### src/hw/ecg_pkg.sv
/*
 * Shared constants and types for the ECG output stage of the block-prediction
 * entropy encoder. Every RTL block imports what it needs from here, so field
 * widths and limits are changed in this one place only
 */

package ecg_pkg;

	// ========================================
	// Field widths and limits
	// ========================================

	localparam int ECG_W_DEFAULT = 50;   // Default width of the packed ECG word
	localparam int BITS_REQ_W    = 4;    // Width of bits_req
	localparam int CPEC_MIN_BITS = 3;    // bits_req at or above this selects CPEC
	localparam int CPEC_MAX_BITS = 9;    // Largest bits_req a CPEC group may carry
	localparam int CPEC_SAMPLES  = 4;    // Samples per CPEC group
	localparam int CPEC_CODE_W   = 36;   // CPEC_SAMPLES times CPEC_MAX_BITS

	localparam int VEC_PREFIX_W  = 7;
	localparam int VEC_SUFFIX_W  = 5;

	localparam int STUFF_SIZE_W  = 5;
	localparam int STUFF_MAX     = 17;   // Longest stuffing run the rate control asks for

	localparam int SIGN_W        = 12;
	localparam int SIGN_SIZE_W   = 4;

	// Worst-case total: flag, unary prefix and CPEC code, then stuffing and signs
	localparam int ECG_MAX_SUM = 1 + (1 + CPEC_SAMPLES) * CPEC_MAX_BITS + STUFF_MAX + SIGN_W;

	// Wide enough for every legal sum (75 needs 7 bits)
	localparam int ECG_SIZE_W = $clog2(ECG_MAX_SUM + 1);

	// ========================================
	// Types
	// ========================================

	typedef logic [ECG_SIZE_W-1:0] ecg_size_t;   // Bit count of a field or of the whole ECG

	// Coding mode of the data field
	typedef enum logic [1:0] {
		MODE_IDLE = 2'd0,   // Data not active, no data field at all
		MODE_SKIP = 2'd1,   // Group skip, a single one
		MODE_CPEC = 2'd2,   // Zero flag, unary prefix, fixed-length samples
		MODE_VEC  = 2'd3    // Zero flag, unary prefix, VEC prefix and suffix
	} ecg_mode_e;

endpackage

### src/hw/ecg_input_stage.sv
/*
 * First pipe stage of the ECG output. Samples one group's fields on in_valid,
 * decodes its coding mode and whether stuffing and sign fields are present,
 * and hands the registered group to the data builder and the packer
 */

`timescale 1ns/1ns

module ecg_input_stage
(
	input  logic                               clk,
	input  logic                               rst,
	input  logic                               in_valid,
	input  logic                               data_active,
	input  logic                               group_skip,
	input  logic                               component_skip,
	input  logic                               underflow_prevention,
	input  logic [1:0]                         ecg_idx,
	input  logic [ecg_pkg::BITS_REQ_W-1:0]     bits_req,
	input  logic [ecg_pkg::CPEC_CODE_W-1:0]    cpec_code,
	input  logic [ecg_pkg::VEC_PREFIX_W-1:0]   vec_prefix,
	input  logic [2:0]                         vec_prefix_size,
	input  logic [ecg_pkg::VEC_SUFFIX_W-1:0]   vec_suffix,
	input  logic [2:0]                         vec_suffix_size,
	input  logic [ecg_pkg::SIGN_W-1:0]         sign_bits,
	input  logic [ecg_pkg::SIGN_SIZE_W-1:0]    sign_size,
	input  logic [ecg_pkg::STUFF_SIZE_W-1:0]   stuff_size,
	output logic                               grp_valid,
	output ecg_pkg::ecg_mode_e                 mode,
	output logic                               sign_present,
	output logic                               stuff_present,
	output logic [ecg_pkg::BITS_REQ_W-1:0]     bits_req_q,
	output logic [ecg_pkg::CPEC_CODE_W-1:0]    cpec_code_q,
	output logic [ecg_pkg::VEC_PREFIX_W-1:0]   vec_prefix_q,
	output logic [2:0]                         vec_prefix_size_q,
	output logic [ecg_pkg::VEC_SUFFIX_W-1:0]   vec_suffix_q,
	output logic [2:0]                         vec_suffix_size_q,
	output logic [ecg_pkg::SIGN_W-1:0]         sign_bits_q,
	output logic [ecg_pkg::SIGN_SIZE_W-1:0]    sign_size_q,
	output logic [ecg_pkg::STUFF_SIZE_W-1:0]   stuff_size_q
);

	import ecg_pkg::*;

	ecg_mode_e next_mode;   // Mode decoded from the raw control inputs
	logic      sign_sel;
	logic      stuff_sel;

	// ========================================
	// Mode and presence decode
	// ========================================

	always_comb
	begin
		// Priority is data_active, then group skip, then the CPEC/VEC split
		if (!data_active)
			next_mode = MODE_IDLE;
		else if (group_skip)
			next_mode = MODE_SKIP;
		else if (bits_req >= BITS_REQ_W'(CPEC_MIN_BITS))
			next_mode = MODE_CPEC;   // Large residuals go out as fixed-length samples
		else
			next_mode = MODE_VEC;

		sign_sel  = (ecg_idx == 2'd3) && !component_skip;            // Signs close the last ECG
		stuff_sel = (ecg_idx != 2'd0) && underflow_prevention;      // No stuffing in ECG 0
	end

	// Strobe and decoded control
	always_ff @(posedge clk)
	begin
		if (rst)
		begin
			grp_valid     <= 1'b0;
			mode          <= MODE_IDLE;
			sign_present  <= 1'b0;
			stuff_present <= 1'b0;
		end
		else
		begin
			grp_valid <= in_valid;   // High for one cycle per sampled group
			if (in_valid)
			begin
				mode          <= next_mode;
				sign_present  <= sign_sel;
				stuff_present <= stuff_sel;
			end
		end
	end

	// Field values are only looked at while the group's control is valid
	always_ff @(posedge clk)
	begin
		if (in_valid)
		begin
			bits_req_q        <= bits_req;
			cpec_code_q       <= cpec_code;
			vec_prefix_q      <= vec_prefix;
			vec_prefix_size_q <= vec_prefix_size;
			vec_suffix_q      <= vec_suffix;
			vec_suffix_size_q <= vec_suffix_size;
			sign_bits_q       <= sign_bits;
			sign_size_q       <= sign_size;
			stuff_size_q      <= stuff_size;
		end
	end

endmodule

### src/hw/ecg_data_builder.sv
/*
 * Builds the data field of one ECG, left-aligned in an ECG_W word, together
 * with its size. Purely combinational; the packer appends stuffing and signs
 * behind it. Every subfield is placed by a shift that is computed from the
 * sizes of the subfields in front of it
 */

`timescale 1ns/1ns

module ecg_data_builder
#(
	parameter int ECG_W = ecg_pkg::ECG_W_DEFAULT
)
(
	input  ecg_pkg::ecg_mode_e                 mode,
	input  logic [ecg_pkg::BITS_REQ_W-1:0]     bits_req,
	input  logic [ecg_pkg::CPEC_CODE_W-1:0]    cpec_code,
	input  logic [ecg_pkg::VEC_PREFIX_W-1:0]   vec_prefix,
	input  logic [2:0]                         vec_prefix_size,
	input  logic [ecg_pkg::VEC_SUFFIX_W-1:0]   vec_suffix,
	input  logic [2:0]                         vec_suffix_size,
	output logic [ECG_W-1:0]                   data_field,
	output ecg_pkg::ecg_size_t                 data_size
);

	import ecg_pkg::*;

	// Moves the low len bits of value to the top of the word, MSB first
	function automatic logic [ECG_W-1:0] left_align(input logic [ECG_W-1:0] value,
		input ecg_size_t len);
		logic [ECG_W-1:0] mask;
		mask = ~({ECG_W{1'b1}} << len);   // len ones at the bottom
		return (value & mask) << (ECG_W - len);
	endfunction

	ecg_size_t        req_len;       // bits_req widened to the size type
	ecg_size_t        unary_ones;    // Ones in the unary prefix, one less than bits_req
	ecg_size_t        cpec_len;      // Total bits of the CPEC samples
	ecg_size_t        pre_len;
	ecg_size_t        suf_len;
	logic [ECG_W-1:0] unary_part;
	logic [ECG_W-1:0] cpec_part;
	logic [ECG_W-1:0] prefix_part;
	logic [ECG_W-1:0] suffix_part;

	// ========================================
	// Subfields at their offsets
	// ========================================

	always_comb
	begin
		req_len = ecg_size_t'(bits_req);
		pre_len = ecg_size_t'(vec_prefix_size);
		suf_len = ecg_size_t'(vec_suffix_size);

		// bits_req of zero gives an empty prefix in VEC
		unary_ones = (req_len == '0) ? '0 : req_len - 1'b1;

		// Code length follows from bits_req, no separate size input is needed
		cpec_len = ecg_size_t'(CPEC_SAMPLES) * req_len;

		// Unary prefix sits right behind the zero flag, its closing zero comes for free
		unary_part = ~({ECG_W{1'b1}} >> unary_ones) >> 1;

		// Samples, and the VEC prefix, start after flag plus unary prefix
		cpec_part   = left_align(ECG_W'(cpec_code), cpec_len) >> (req_len + 1'b1);
		prefix_part = left_align(ECG_W'(vec_prefix), pre_len) >> (req_len + 1'b1);

		// VEC suffix goes behind the VEC prefix
		suffix_part = left_align(ECG_W'(vec_suffix), suf_len) >> (req_len + pre_len + 1'b1);
	end

	// ========================================
	// Field select by mode
	// ========================================

	always_comb
	begin
		case (mode)
			MODE_SKIP:
			begin
				data_field = {1'b1, {(ECG_W-1){1'b0}}};   // Group-skip flag only
				data_size  = ecg_size_t'(1);
			end
			MODE_CPEC:
			begin
				data_field = unary_part | cpec_part;      // MSB stays zero as the flag
				data_size  = req_len + cpec_len + 1'b1;
			end
			MODE_VEC:
			begin
				data_field = unary_part | prefix_part | suffix_part;
				data_size  = req_len + pre_len + suf_len + 1'b1;
			end
			default:
			begin
				// Idle, the ECG carries no data field
				data_field = '0;
				data_size  = '0;
			end
		endcase
	end

endmodule

### src/hw/ecg_packer.sv
/*
 * Last pipe stage of the ECG output. Appends the stuffing run and the sign
 * bits behind the data field, totals the sizes of the fields present and
 * registers word, size and strobe when a group is valid
 */

`timescale 1ns/1ns

module ecg_packer
#(
	parameter int ECG_W = ecg_pkg::ECG_W_DEFAULT
)
(
	input  logic                               clk,
	input  logic                               rst,
	input  logic                               grp_valid,
	input  logic                               sign_present,
	input  logic                               stuff_present,
	input  logic [ECG_W-1:0]                   data_field,
	input  ecg_pkg::ecg_size_t                 data_size,
	input  logic [ecg_pkg::STUFF_SIZE_W-1:0]   stuff_size,
	input  logic [ecg_pkg::SIGN_W-1:0]         sign_bits,
	input  logic [ecg_pkg::SIGN_SIZE_W-1:0]    sign_size,
	output logic                               out_valid,
	output logic [ECG_W-1:0]                   encoded_ecg,
	output ecg_pkg::ecg_size_t                 ecg_size
);

	import ecg_pkg::*;

	ecg_size_t        stuff_len;     // Zero when no stuffing in this ECG
	ecg_size_t        sign_len;      // Zero when no signs in this ECG
	ecg_size_t        total_size;
	logic [ECG_W-1:0] sign_mask;
	logic [ECG_W-1:0] stuff_field;
	logic [ECG_W-1:0] sign_field;

	// ========================================
	// Stuffing and sign placement
	// ========================================

	always_comb
	begin
		stuff_len = stuff_present ? ecg_size_t'(stuff_size) : '0;
		sign_len  = sign_present ? ecg_size_t'(sign_size) : '0;

		// Run of ones at the top, then moved behind the data field
		stuff_field = ~({ECG_W{1'b1}} >> stuff_len) >> data_size;

		// Low sign_len sign bits are left-aligned first, then moved behind the stuffing
		sign_mask  = ~({ECG_W{1'b1}} << sign_len);
		sign_field = ((ECG_W'(sign_bits) & sign_mask) << (ECG_W - sign_len))
			>> (data_size + stuff_len);

		// Absent fields already count zero here
		total_size = data_size + stuff_len + sign_len;
	end

	// Output register, holds its value between strobes
	always_ff @(posedge clk)
	begin
		if (rst)
		begin
			out_valid   <= 1'b0;
			encoded_ecg <= '0;
			ecg_size    <= '0;
		end
		else
		begin
			out_valid <= grp_valid;
			if (grp_valid)
			begin
				encoded_ecg <= data_field | stuff_field | sign_field;   // Fields never overlap
				ecg_size    <= total_size;
			end
		end
	end

endmodule

### src/hw/ecg_final_output.sv
/*
 * Top level of the ECG output stage. A group strobed in with in_valid comes
 * out two cycles later as a left-aligned ECG word with its used size. A new
 * group may enter every cycle
 */

`timescale 1ns/1ns

module ecg_final_output
#(
	parameter int ECG_W = ecg_pkg::ECG_W_DEFAULT
)
(
	input  logic                               clk,
	input  logic                               rst,
	input  logic                               in_valid,
	input  logic                               data_active,
	input  logic                               group_skip,
	input  logic [1:0]                         ecg_idx,
	input  logic                               component_skip,
	input  logic                               underflow_prevention,
	input  logic [ecg_pkg::BITS_REQ_W-1:0]     bits_req,
	input  logic [ecg_pkg::CPEC_CODE_W-1:0]    cpec_code,
	input  logic [ecg_pkg::VEC_PREFIX_W-1:0]   vec_prefix,
	input  logic [2:0]                         vec_prefix_size,
	input  logic [ecg_pkg::VEC_SUFFIX_W-1:0]   vec_suffix,
	input  logic [2:0]                         vec_suffix_size,
	input  logic [ecg_pkg::SIGN_W-1:0]         sign_bits,
	input  logic [ecg_pkg::SIGN_SIZE_W-1:0]    sign_size,
	input  logic [ecg_pkg::STUFF_SIZE_W-1:0]   stuff_size,
	output logic                               out_valid,
	output logic [ECG_W-1:0]                   encoded_ecg,
	output ecg_pkg::ecg_size_t                 ecg_size
);

	import ecg_pkg::*;

	// ========================================
	// Registered group
	// ========================================

	logic                      grp_valid;
	ecg_mode_e                 mode;
	logic                      sign_present;
	logic                      stuff_present;
	logic [BITS_REQ_W-1:0]     bits_req_q;
	logic [CPEC_CODE_W-1:0]    cpec_code_q;
	logic [VEC_PREFIX_W-1:0]   vec_prefix_q;
	logic [2:0]                vec_prefix_size_q;
	logic [VEC_SUFFIX_W-1:0]   vec_suffix_q;
	logic [2:0]                vec_suffix_size_q;
	logic [SIGN_W-1:0]         sign_bits_q;
	logic [SIGN_SIZE_W-1:0]    sign_size_q;
	logic [STUFF_SIZE_W-1:0]   stuff_size_q;

	// Data field, same cycle as the registered group
	logic [ECG_W-1:0]          data_field;
	ecg_size_t                 data_size;

	ecg_input_stage u_input_stage
	(
		.clk                  (clk),
		.rst                  (rst),
		.in_valid             (in_valid),
		.data_active          (data_active),
		.group_skip           (group_skip),
		.component_skip       (component_skip),
		.underflow_prevention (underflow_prevention),
		.ecg_idx              (ecg_idx),
		.bits_req             (bits_req),
		.cpec_code            (cpec_code),
		.vec_prefix           (vec_prefix),
		.vec_prefix_size      (vec_prefix_size),
		.vec_suffix           (vec_suffix),
		.vec_suffix_size      (vec_suffix_size),
		.sign_bits            (sign_bits),
		.sign_size            (sign_size),
		.stuff_size           (stuff_size),
		.grp_valid            (grp_valid),
		.mode                 (mode),
		.sign_present         (sign_present),
		.stuff_present        (stuff_present),
		.bits_req_q           (bits_req_q),
		.cpec_code_q          (cpec_code_q),
		.vec_prefix_q         (vec_prefix_q),
		.vec_prefix_size_q    (vec_prefix_size_q),
		.vec_suffix_q         (vec_suffix_q),
		.vec_suffix_size_q    (vec_suffix_size_q),
		.sign_bits_q          (sign_bits_q),
		.sign_size_q          (sign_size_q),
		.stuff_size_q         (stuff_size_q)
	);

	ecg_data_builder #(.ECG_W(ECG_W)) u_data_builder
	(
		.mode            (mode),
		.bits_req        (bits_req_q),
		.cpec_code       (cpec_code_q),
		.vec_prefix      (vec_prefix_q),
		.vec_prefix_size (vec_prefix_size_q),
		.vec_suffix      (vec_suffix_q),
		.vec_suffix_size (vec_suffix_size_q),
		.data_field      (data_field),
		.data_size       (data_size)
	);

	// Output register sits in here, second cycle of the pipe
	ecg_packer #(.ECG_W(ECG_W)) u_packer
	(
		.clk           (clk),
		.rst           (rst),
		.grp_valid     (grp_valid),
		.sign_present  (sign_present),
		.stuff_present (stuff_present),
		.data_field    (data_field),
		.data_size     (data_size),
		.stuff_size    (stuff_size_q),
		.sign_bits     (sign_bits_q),
		.sign_size     (sign_size_q),
		.out_valid     (out_valid),
		.encoded_ecg   (encoded_ecg),
		.ecg_size      (ecg_size)
	);

endmodule

### config.mk
export PLATFORM = sky130hd
export DESIGN_NAME = ecg_final_output
export DESIGN_NICKNAME = d
export VERILOG_FILES = /design/src/hw/ecg_pkg.sv /design/src/hw/ecg_input_stage.sv /design/src/hw/ecg_data_builder.sv /design/src/hw/ecg_packer.sv /design/src/hw/ecg_final_output.sv
export SDC_FILE = /design/constraint.sdc
export NUM_CORES = 1
export LEC_CHECK = 0
export BUFFER_PORTS_ARGS = -buffer_cell sky130_fd_sc_hd__buf_2
export CAP_MARGIN = 0
export CORE_MARGIN = 3
export CORE_UTILIZATION = 35
export CTS_CLUSTER_SIZE = 28
export DETAILED_ROUTE_END_ITERATION = 10
export PLACE_DENSITY = 0.51
export SETUP_SLACK_MARGIN = 0.2
export SLEW_MARGIN = 20
export SYNTH_ARGS = -nofsm -noshare
export SYNTH_HDL_FRONTEND = slang
export SYNTH_HIERARCHICAL = 1
export SYNTH_SLANG_ARGS = --single-unit
export TNS_END_PERCENT = 1
### constraint.sdc
create_clock -name clk -period 6.2 [get_ports clk]
set_clock_uncertainty 0.1 [all_clocks]
set_input_delay 1.24 -clock clk [delete_from_list [all_inputs] [get_ports clk]]
set_output_delay 1.24 -clock clk [all_outputs]
set_load 0.05 [all_outputs]
==> results of run 1 <==
-- kinds of logic after synthesis --
logic type | after synthesis | share of synthesized area (%)
flip-flops | 142 | 18.26
multiplexers | 117 | 7.000
XOR/XNOR | 28 | 1.233
AO/OA/AOI/OAI | 1018 | 37.72
AND/OR/NAND/NOR | 1059 | 27.02
adder cells (fa/ha/maj) | 37 | 2.415
buffers and inverters | 296 | 6.352
-- worst max-delay path: stages, from the launching register on --
cell and delay [ns]:
edfxtp_1 0.63, buf_12 0.33, inv_1 0.10, ha_1 0.51
buf_4 0.32, a2111oi_1 0.76, o21ai_0 0.19, nand4_1 0.27
o221ai_1 0.16, nor2_1 0.35, mux2i_1 0.28, a221oi_1 0.67
nor3_1 0.10, o21ai_0 0.42, nor4_1 0.18, nor4_1 0.28
-- layer usage --
metal / share of wire, % / GRT usage, % / routed length (um)
met5: 0.017 / 0 / 17
met4: 3.5 / 11.43 / 3545
met3: 8.8 / 4.419 / 9020
met2: 43 / 49.85 / 44190
met1: 44 / 47.80 / 45460
-- worst paths after layout --
path,start,endpoint,slack [ns]
max reg2reg,u_input_stage/bits_req_q[2],u_packer/encoded_ecg[31],0.39
min,u_packer/ecg_size[4],u_packer/ecg_size[4],0.39
max,u_input_stage/bits_req_q[2],u_packer/encoded_ecg[31],0.39
min reg2reg,u_packer/ecg_size[4],u_packer/ecg_size[4],0.39
-- cell type report --
type,count,area (um^2)
Fill cell,5996,33510
Multi-Input combinational cell,2259,15060
Sequential cell,142,3635
Timing Repair Buffer,260,1639
Tap cell,748,935.9
Clock buffer,17,425.4
Inverter,65,244.0
Clock inverter,15,181.4
Antenna cell,2,5.005
-- metrics by stage --
| step | utilization (%) | total power, mW |
|---|---|---|
| after floorplan | - | 2.782 |
| after global placement | 38.64 | 3.644 |
| after detailed placement | 38.64 | 3.636 |
| after CTS | 39.73 | 4.776 |
| after global routing | 39.76 | 5.051 |
| final | 39.76 | 4.845 |
-- synthesized netlist by cell type, drive strengths merged (26+ instances only) --
library cell  count
a211oi           91
a21o             32
a21oi           148
a221oi           40
a22oi            40
a31oi            38
and2             26
buf              92
clkbuf          139
dfxtp            63
edfxtp           79
ha               32
inv              56
mux2             27
mux2i            76
nand2           228
nand2b           36
nand3            72
nor2            300
nor2b            29
nor3            147
nor4             41
o211ai           56
o21ai           131
o221ai           29
o22ai            48
o31ai            37
o32ai            26
-- power groups by stage --
stage                     Sequential [mW]  Combinational, mW  Clock, mW
after floorplan                      1.20               1.58          0
after global placement               1.17               2.47          0
after detailed placement             1.17               2.46          0
after CTS                            1.15               2.47       1.15
after global routing                 1.16               2.70       1.18
final                                1.15               2.58       1.11
-- flip-flops by register name, indices dropped and copies added, names as in the netlist, 2 cells and up --
name	flops
u_packer/ecg_size	7
u_input_stage/vec_prefix_q	7
u_input_stage/mode	2
u_packer/encoded_ecg	50
u_input_stage/stuff_size_q	5
u_input_stage/sign_bits_q	12
u_input_stage/bits_req_q	4
u_input_stage/vec_suffix_size_q	3
u_input_stage/sign_size_q	4
u_input_stage/cpec_code_q	36
u_input_stage/vec_prefix_size_q	3
u_input_stage/vec_suffix_q	5
==> results_dict.tcl, run 1 <==
set metrics [dict create \
    seq_area_frac_synth_pct 18.26 \
    powerDensity_nw_per_um2 219.0 \
    cp_data_arrival_time_ns 6.10 \
    irDropWorstVdd_v 0.0002547 \
    cp-start-kind "flop" \
    cts_resized 0 \
    drt_iter0_markers 3331 \
    core_um2 55630 \
    grt_usage_pct 32.93 \
    critical_path_class "flop to flop" \
    clock_power_share_pct 23.0 \
    avgRoutedWirePerCell_um 29.14 \
    synth_warnings 6 \
    p_leak_nw 7.911 \
    area_growth_syn_to_layout_pct 11.19 \
    drc 0 \
    p_seq_share_pct 23.8 \
    synthTopCellsByArea "edfxtp_1 (12%), dfxtp_1 (6.3%), nor2_1 (5.7%), nand2_1 (4.3%), mux2i_1 (3.8%)" \
    dp_hpwl_um 79000 \
    hold_ws_ns 0.3866 \
    status "finished clean" \
    combPwrFrac_pct 53.2 \
    mostFrequentLayoutCells "nor2_1 (300), nand2_1 (226), a21oi_1 (145), buf_2 (144), nor3_1 (139)" \
    numPlacedInstances 3472 \
    postCtsSetupBuffers 0 \
    via_per_inst 6.876 \
    nets 2868 \
    clock_path_buffers 2 \
    synth-edff-count 79 \
    min_path_type "flop to flop" \
    cp-end-kind "flop" \
    portBuffers 145 \
    tritoncts "built" \
    num_rows 86 \
    grt_max_degree 103 \
    internal_power_mw 2.503 \
    dieArea_um2 59740 \
    die-height_um 244.4 \
    grt_pass1_vias 22112 \
    synth_cell_types 114 \
    grt.overflow.total 0 \
    post-route-period-util_pct 93.64 \
    fin_crit_ns 5.805 \
    synth_top_area_share_pct 11.92 \
    hold_viol_final 0 \
    gp_congestion 1.011 \
    cap_violations 0 \
    holdPathStages 2 \
    vias 24122 \
    async_flop_share_pct 0 \
    syn_avg_cell_area_um2 7.377 \
    start_util_pct 35.76 \
    drive_gt1_share_pct 15.26 \
    rr_worst_depth 15 \
    clkTransAtPathRegs_ns 0.07 \
    max_freq_ghz 0.1723 \
    synth_top_flop_cell "edfxtp_1" \
    post-place-ws_ns 0.6057 \
    dpl_cell_area_um2 21500 \
    path_max_fanout 49 \
    syn_area_um2 19900 \
    cts_sinks 142 \
    setup_viol 0 \
    clock_latency_ns 0.48 \
    dr.pass1.iters 6 \
    io_pins 146 \
    final_common_cell "nor2_1" \
    finalMaxSlewViolations 0 \
    tightest_slew_ns 1.053 \
    synth_top_cell_by_area "edfxtp_1" \
    grt_pass1_wl_um 149600 \
    finalNonFillerCells 3508 \
    grt_setup_unrepaired "yes" \
    synthCells 2697 \
    die_w_um 244.4 \
    numCtsBuffers 17 \
    final_area_um2 22120 \
    slew_headroom_pct 29.04 \
    setup-tns-final_ns 0 \
    totalWireLength_um 102200 \
    synthesis.nets 2820 \
    ant_nets 0 \
    swShare_pct 48.34 \
    htreeDepth 4 \
    cts-root-buf "clkbuf_16" \
    fin_ws_ns 0.3945 \
    synth_seq_cells 142 \
    antenna_found_initial 3 \
    switching_power_mw 2.342 \
    postCtsHoldBufs 0 \
    required_ns 6.49 \
]
Note: power is estimated with default switching activity, not from simulation.
==> inputs of run 2 (changes only) <==
Settings changed: REMOVE_ABC_BUFFERS set to 1.
==> run 2 against run 1 <==
Compared with the run above: register-to-register slack hardly changed; clock-buffer cell count is 2 higher; total power is 2.0% higher; final area decreased by 0.28%; sequential cell count is the same; core utilization down 0.11 points; die area did not move; global-route usage is 1.5 points higher; critical path depth is the same; clock power grew 8%; critical path type unchanged; critical endpoint is now u_packer/encoded_ecg[30]; highest routed layer unchanged.
==> results_dict.tcl, run 2 (synthesis results as in run 1) <==
set metrics [dict create \
    status "finished clean" \
    cp-end-kind "flop" \
    required_ns 6.49 \
    grt_setup_unrepaired "yes" \
    grt_usage_pct 34.45 \
    fin_util_pct 39.65 \
    drc 0 \
    drt_iter0_markers 3396 \
    path_cells "ha_1, inv_1, fa_1, inv_1, fa_1, mux2i_1, nor2_1, fa_1, xnor2_2, nand3_1, o32ai_1, nor4_2, mux2i_1, a22oi_1, a211oi_1" \
    final_common_cell "nor2_1" \
    cpMostUsedCell "fa_1" \
    largest_reg_flops 50 \
    die-height_um 244.4 \
    min_path_type "flop to flop" \
    max_freq_ghz 0.1719 \
    io_pins 146 \
    critical_path_class "flop to flop" \
    irDropWorstVdd_v 0.0002216 \
    powerDensity_nw_per_um2 223.9 \
    tightest_slew_ns 1.199 \
    reg_top3 "u_packer/encoded_ecg: 50 flops, u_input_stage/cpec_code_q: 36 flops, u_input_stage/sign_bits_q: 12 flops" \
    max_stage_delay_ns 0.77 \
    grt_pass1_vias 22647 \
    cp-start-kind "flop" \
    portBuffers 145 \
    cap_violations 0 \
    fin_crit_ns 5.816 \
    grt.overflow.total 0 \
    via_per_inst 6.950 \
    htreeDepth 4 \
    num_rows 86 \
    grt_pass1_wl_um 155900 \
    regMostFlops "u_packer/encoded_ecg" \
    slew_headroom_pct 19.48 \
    gp_congestion 1.041 \
    nets 2852 \
    final_area_um2 22060 \
    numCtsBuffers 17 \
    tritoncts "built" \
    area_growth_syn_to_layout_pct 10.88 \
    clkTransAtPathRegs_ns 0.07 \
    postCtsHoldBufs 0 \
    clock_path_buffers 2 \
    fin_ws_ns 0.3840 \
    dieArea_um2 59740 \
    dpl_cell_area_um2 21370 \
    cts-root-buf "clkbuf_16" \
    totalWireLength_um 106800 \
    cp_data_arrival_time_ns 6.11 \
    path_max_fanout 9 \
    core_um2 55630 \
    setup_viol 0 \
    design_power_total_mw 4.940 \
    clock_latency_ns 0.49 \
    slowest_stage "xnor2_2" \
    hold_viol_final 0 \
    mostFrequentLayoutCells "nor2_1 (298), nand2_1 (226), a21oi_1 (145), buf_2 (144), nor3_1 (138)" \
    ant_nets 0 \
    die_w_um 244.4 \
    grt_max_degree 68 \
    vias 24261 \
    finalMaxSlewViolations 0 \
    post-route-period-util_pct 93.81 \
    start_util_pct 35.76 \
    dr.pass1.iters 7 \
    p_leak_nw 7.868 \
    dp_hpwl_um 82720 \
    avgRoutedWirePerCell_um 30.58 \
    drive_gt1_share_pct 14.95 \
    post-place-ws_ns -0.06499 \
    fillCellCount 5956 \
    cts_sinks 142 \
    antenna_found_initial 3 \
]
run 2: cell count changes in the layout (fill, tap and decap cells not counted), moves of 2 or more:
| cell | previous run | this run |
|---|---|---|
| buf_4 | 110 | 97 |
| clkbuf_16 | 17 | 19 |
| clkinv_8 | 0 | 2 |
| clkinvlp_2 | 2 | 0 |
| clkinvlp_4 | 2 | 0 |
| inv_8 | 0 | 4 |
| nor2_1 | 300 | 298 |
run 2: per-layer routing:
| metal | vias up | GRT usage (%) | wire length [um] |
|---|---|---|---|
| met5 | - | 1.225 | 116 |
| li1 | 10687 | - | - |
| met1 | 11913 | 49.16 | 47620 |
| met3 | 204 | 6.349 | 9583 |
| met2 | 1453 | 51.65 | 45750 |
| met4 | 4 | 12.16 | 3688 |
run 2: worst paths after layout:
kind                                    start                        to  slack [ns]  depth (start not counted)
setup / recovery  u_input_stage/bits_req_q[0]  u_packer/encoded_ecg[30]        0.38                         15
hold / removal       u_packer/encoded_ecg[49]  u_packer/encoded_ecg[49]        0.38                          2
setup reg to reg  u_input_stage/bits_req_q[0]  u_packer/encoded_ecg[30]        0.38                         15
hold reg to reg      u_packer/encoded_ecg[49]  u_packer/encoded_ecg[49]        0.38                          2
run 2: metrics by stage:
| stage | setup TNS, ns | hold WS (ns) | cells |
|---|---|---|---|
| 2_1_floorplan | -167.83 | 0.5273 | 2466 |
| 3_3_place_gp | 0 | 0.3702 | 3457 |
| 3_5_place_dp | -0.06499 | 0.3625 | 3457 |
| 4_1_cts | 0 | 0.3782 | 3489 |
| 5_1_grt | 0 | 0.4239 | 3490 |
| 6_report | 0 | 0.3817 | 3491 |
run 2: report_power, final:
part | total (mW) | internal (mW) | switching, mW
clock | 1.20 | 0.664 | 0.534
sequential | 1.14 | 1.07 | 0.0771
combinational | 2.60 | 0.784 | 1.81
run 2: critical path, delay by kind of cell, from the launching register on:
kind / cells / cell delay (ns)
multiplexers: 2 / 1.00
XOR/XNOR: 1 / 0.77
flip-flops: 1 / 0.43
adder cells (fa/ha/maj): 4 / 1.67
buffers and inverters: 2 / 0.22
AO/OA/AOI/OAI: 3 / 0.98
AND/OR/NAND/NOR: 3 / 0.53
run 2: what timing repair did:
action | in CTS | in global routing
pin swaps | 0 | 0
setup endpoints to repair | 8 | 27
resized for setup | 1 | 4
buffers inserted | 0 | 1
run 2: final cells by class:
cell class / count / area (um^2) / share of cell area (%)
Clock buffer: 19 / 475.5 / 2.155
Multi-Input combinational cell: 2259 / 15080 / 68.35
Clock inverter: 13 / 181.4 / 0.8224
Antenna cell: 1 / 2.502 / 0.01134
Sequential cell: 142 / 3635 / 16.48
Tap cell: 748 / 935.9 / 4.243
Timing Repair Buffer: 244 / 1509 / 6.840
Inverter: 65 / 244.0 / 1.106
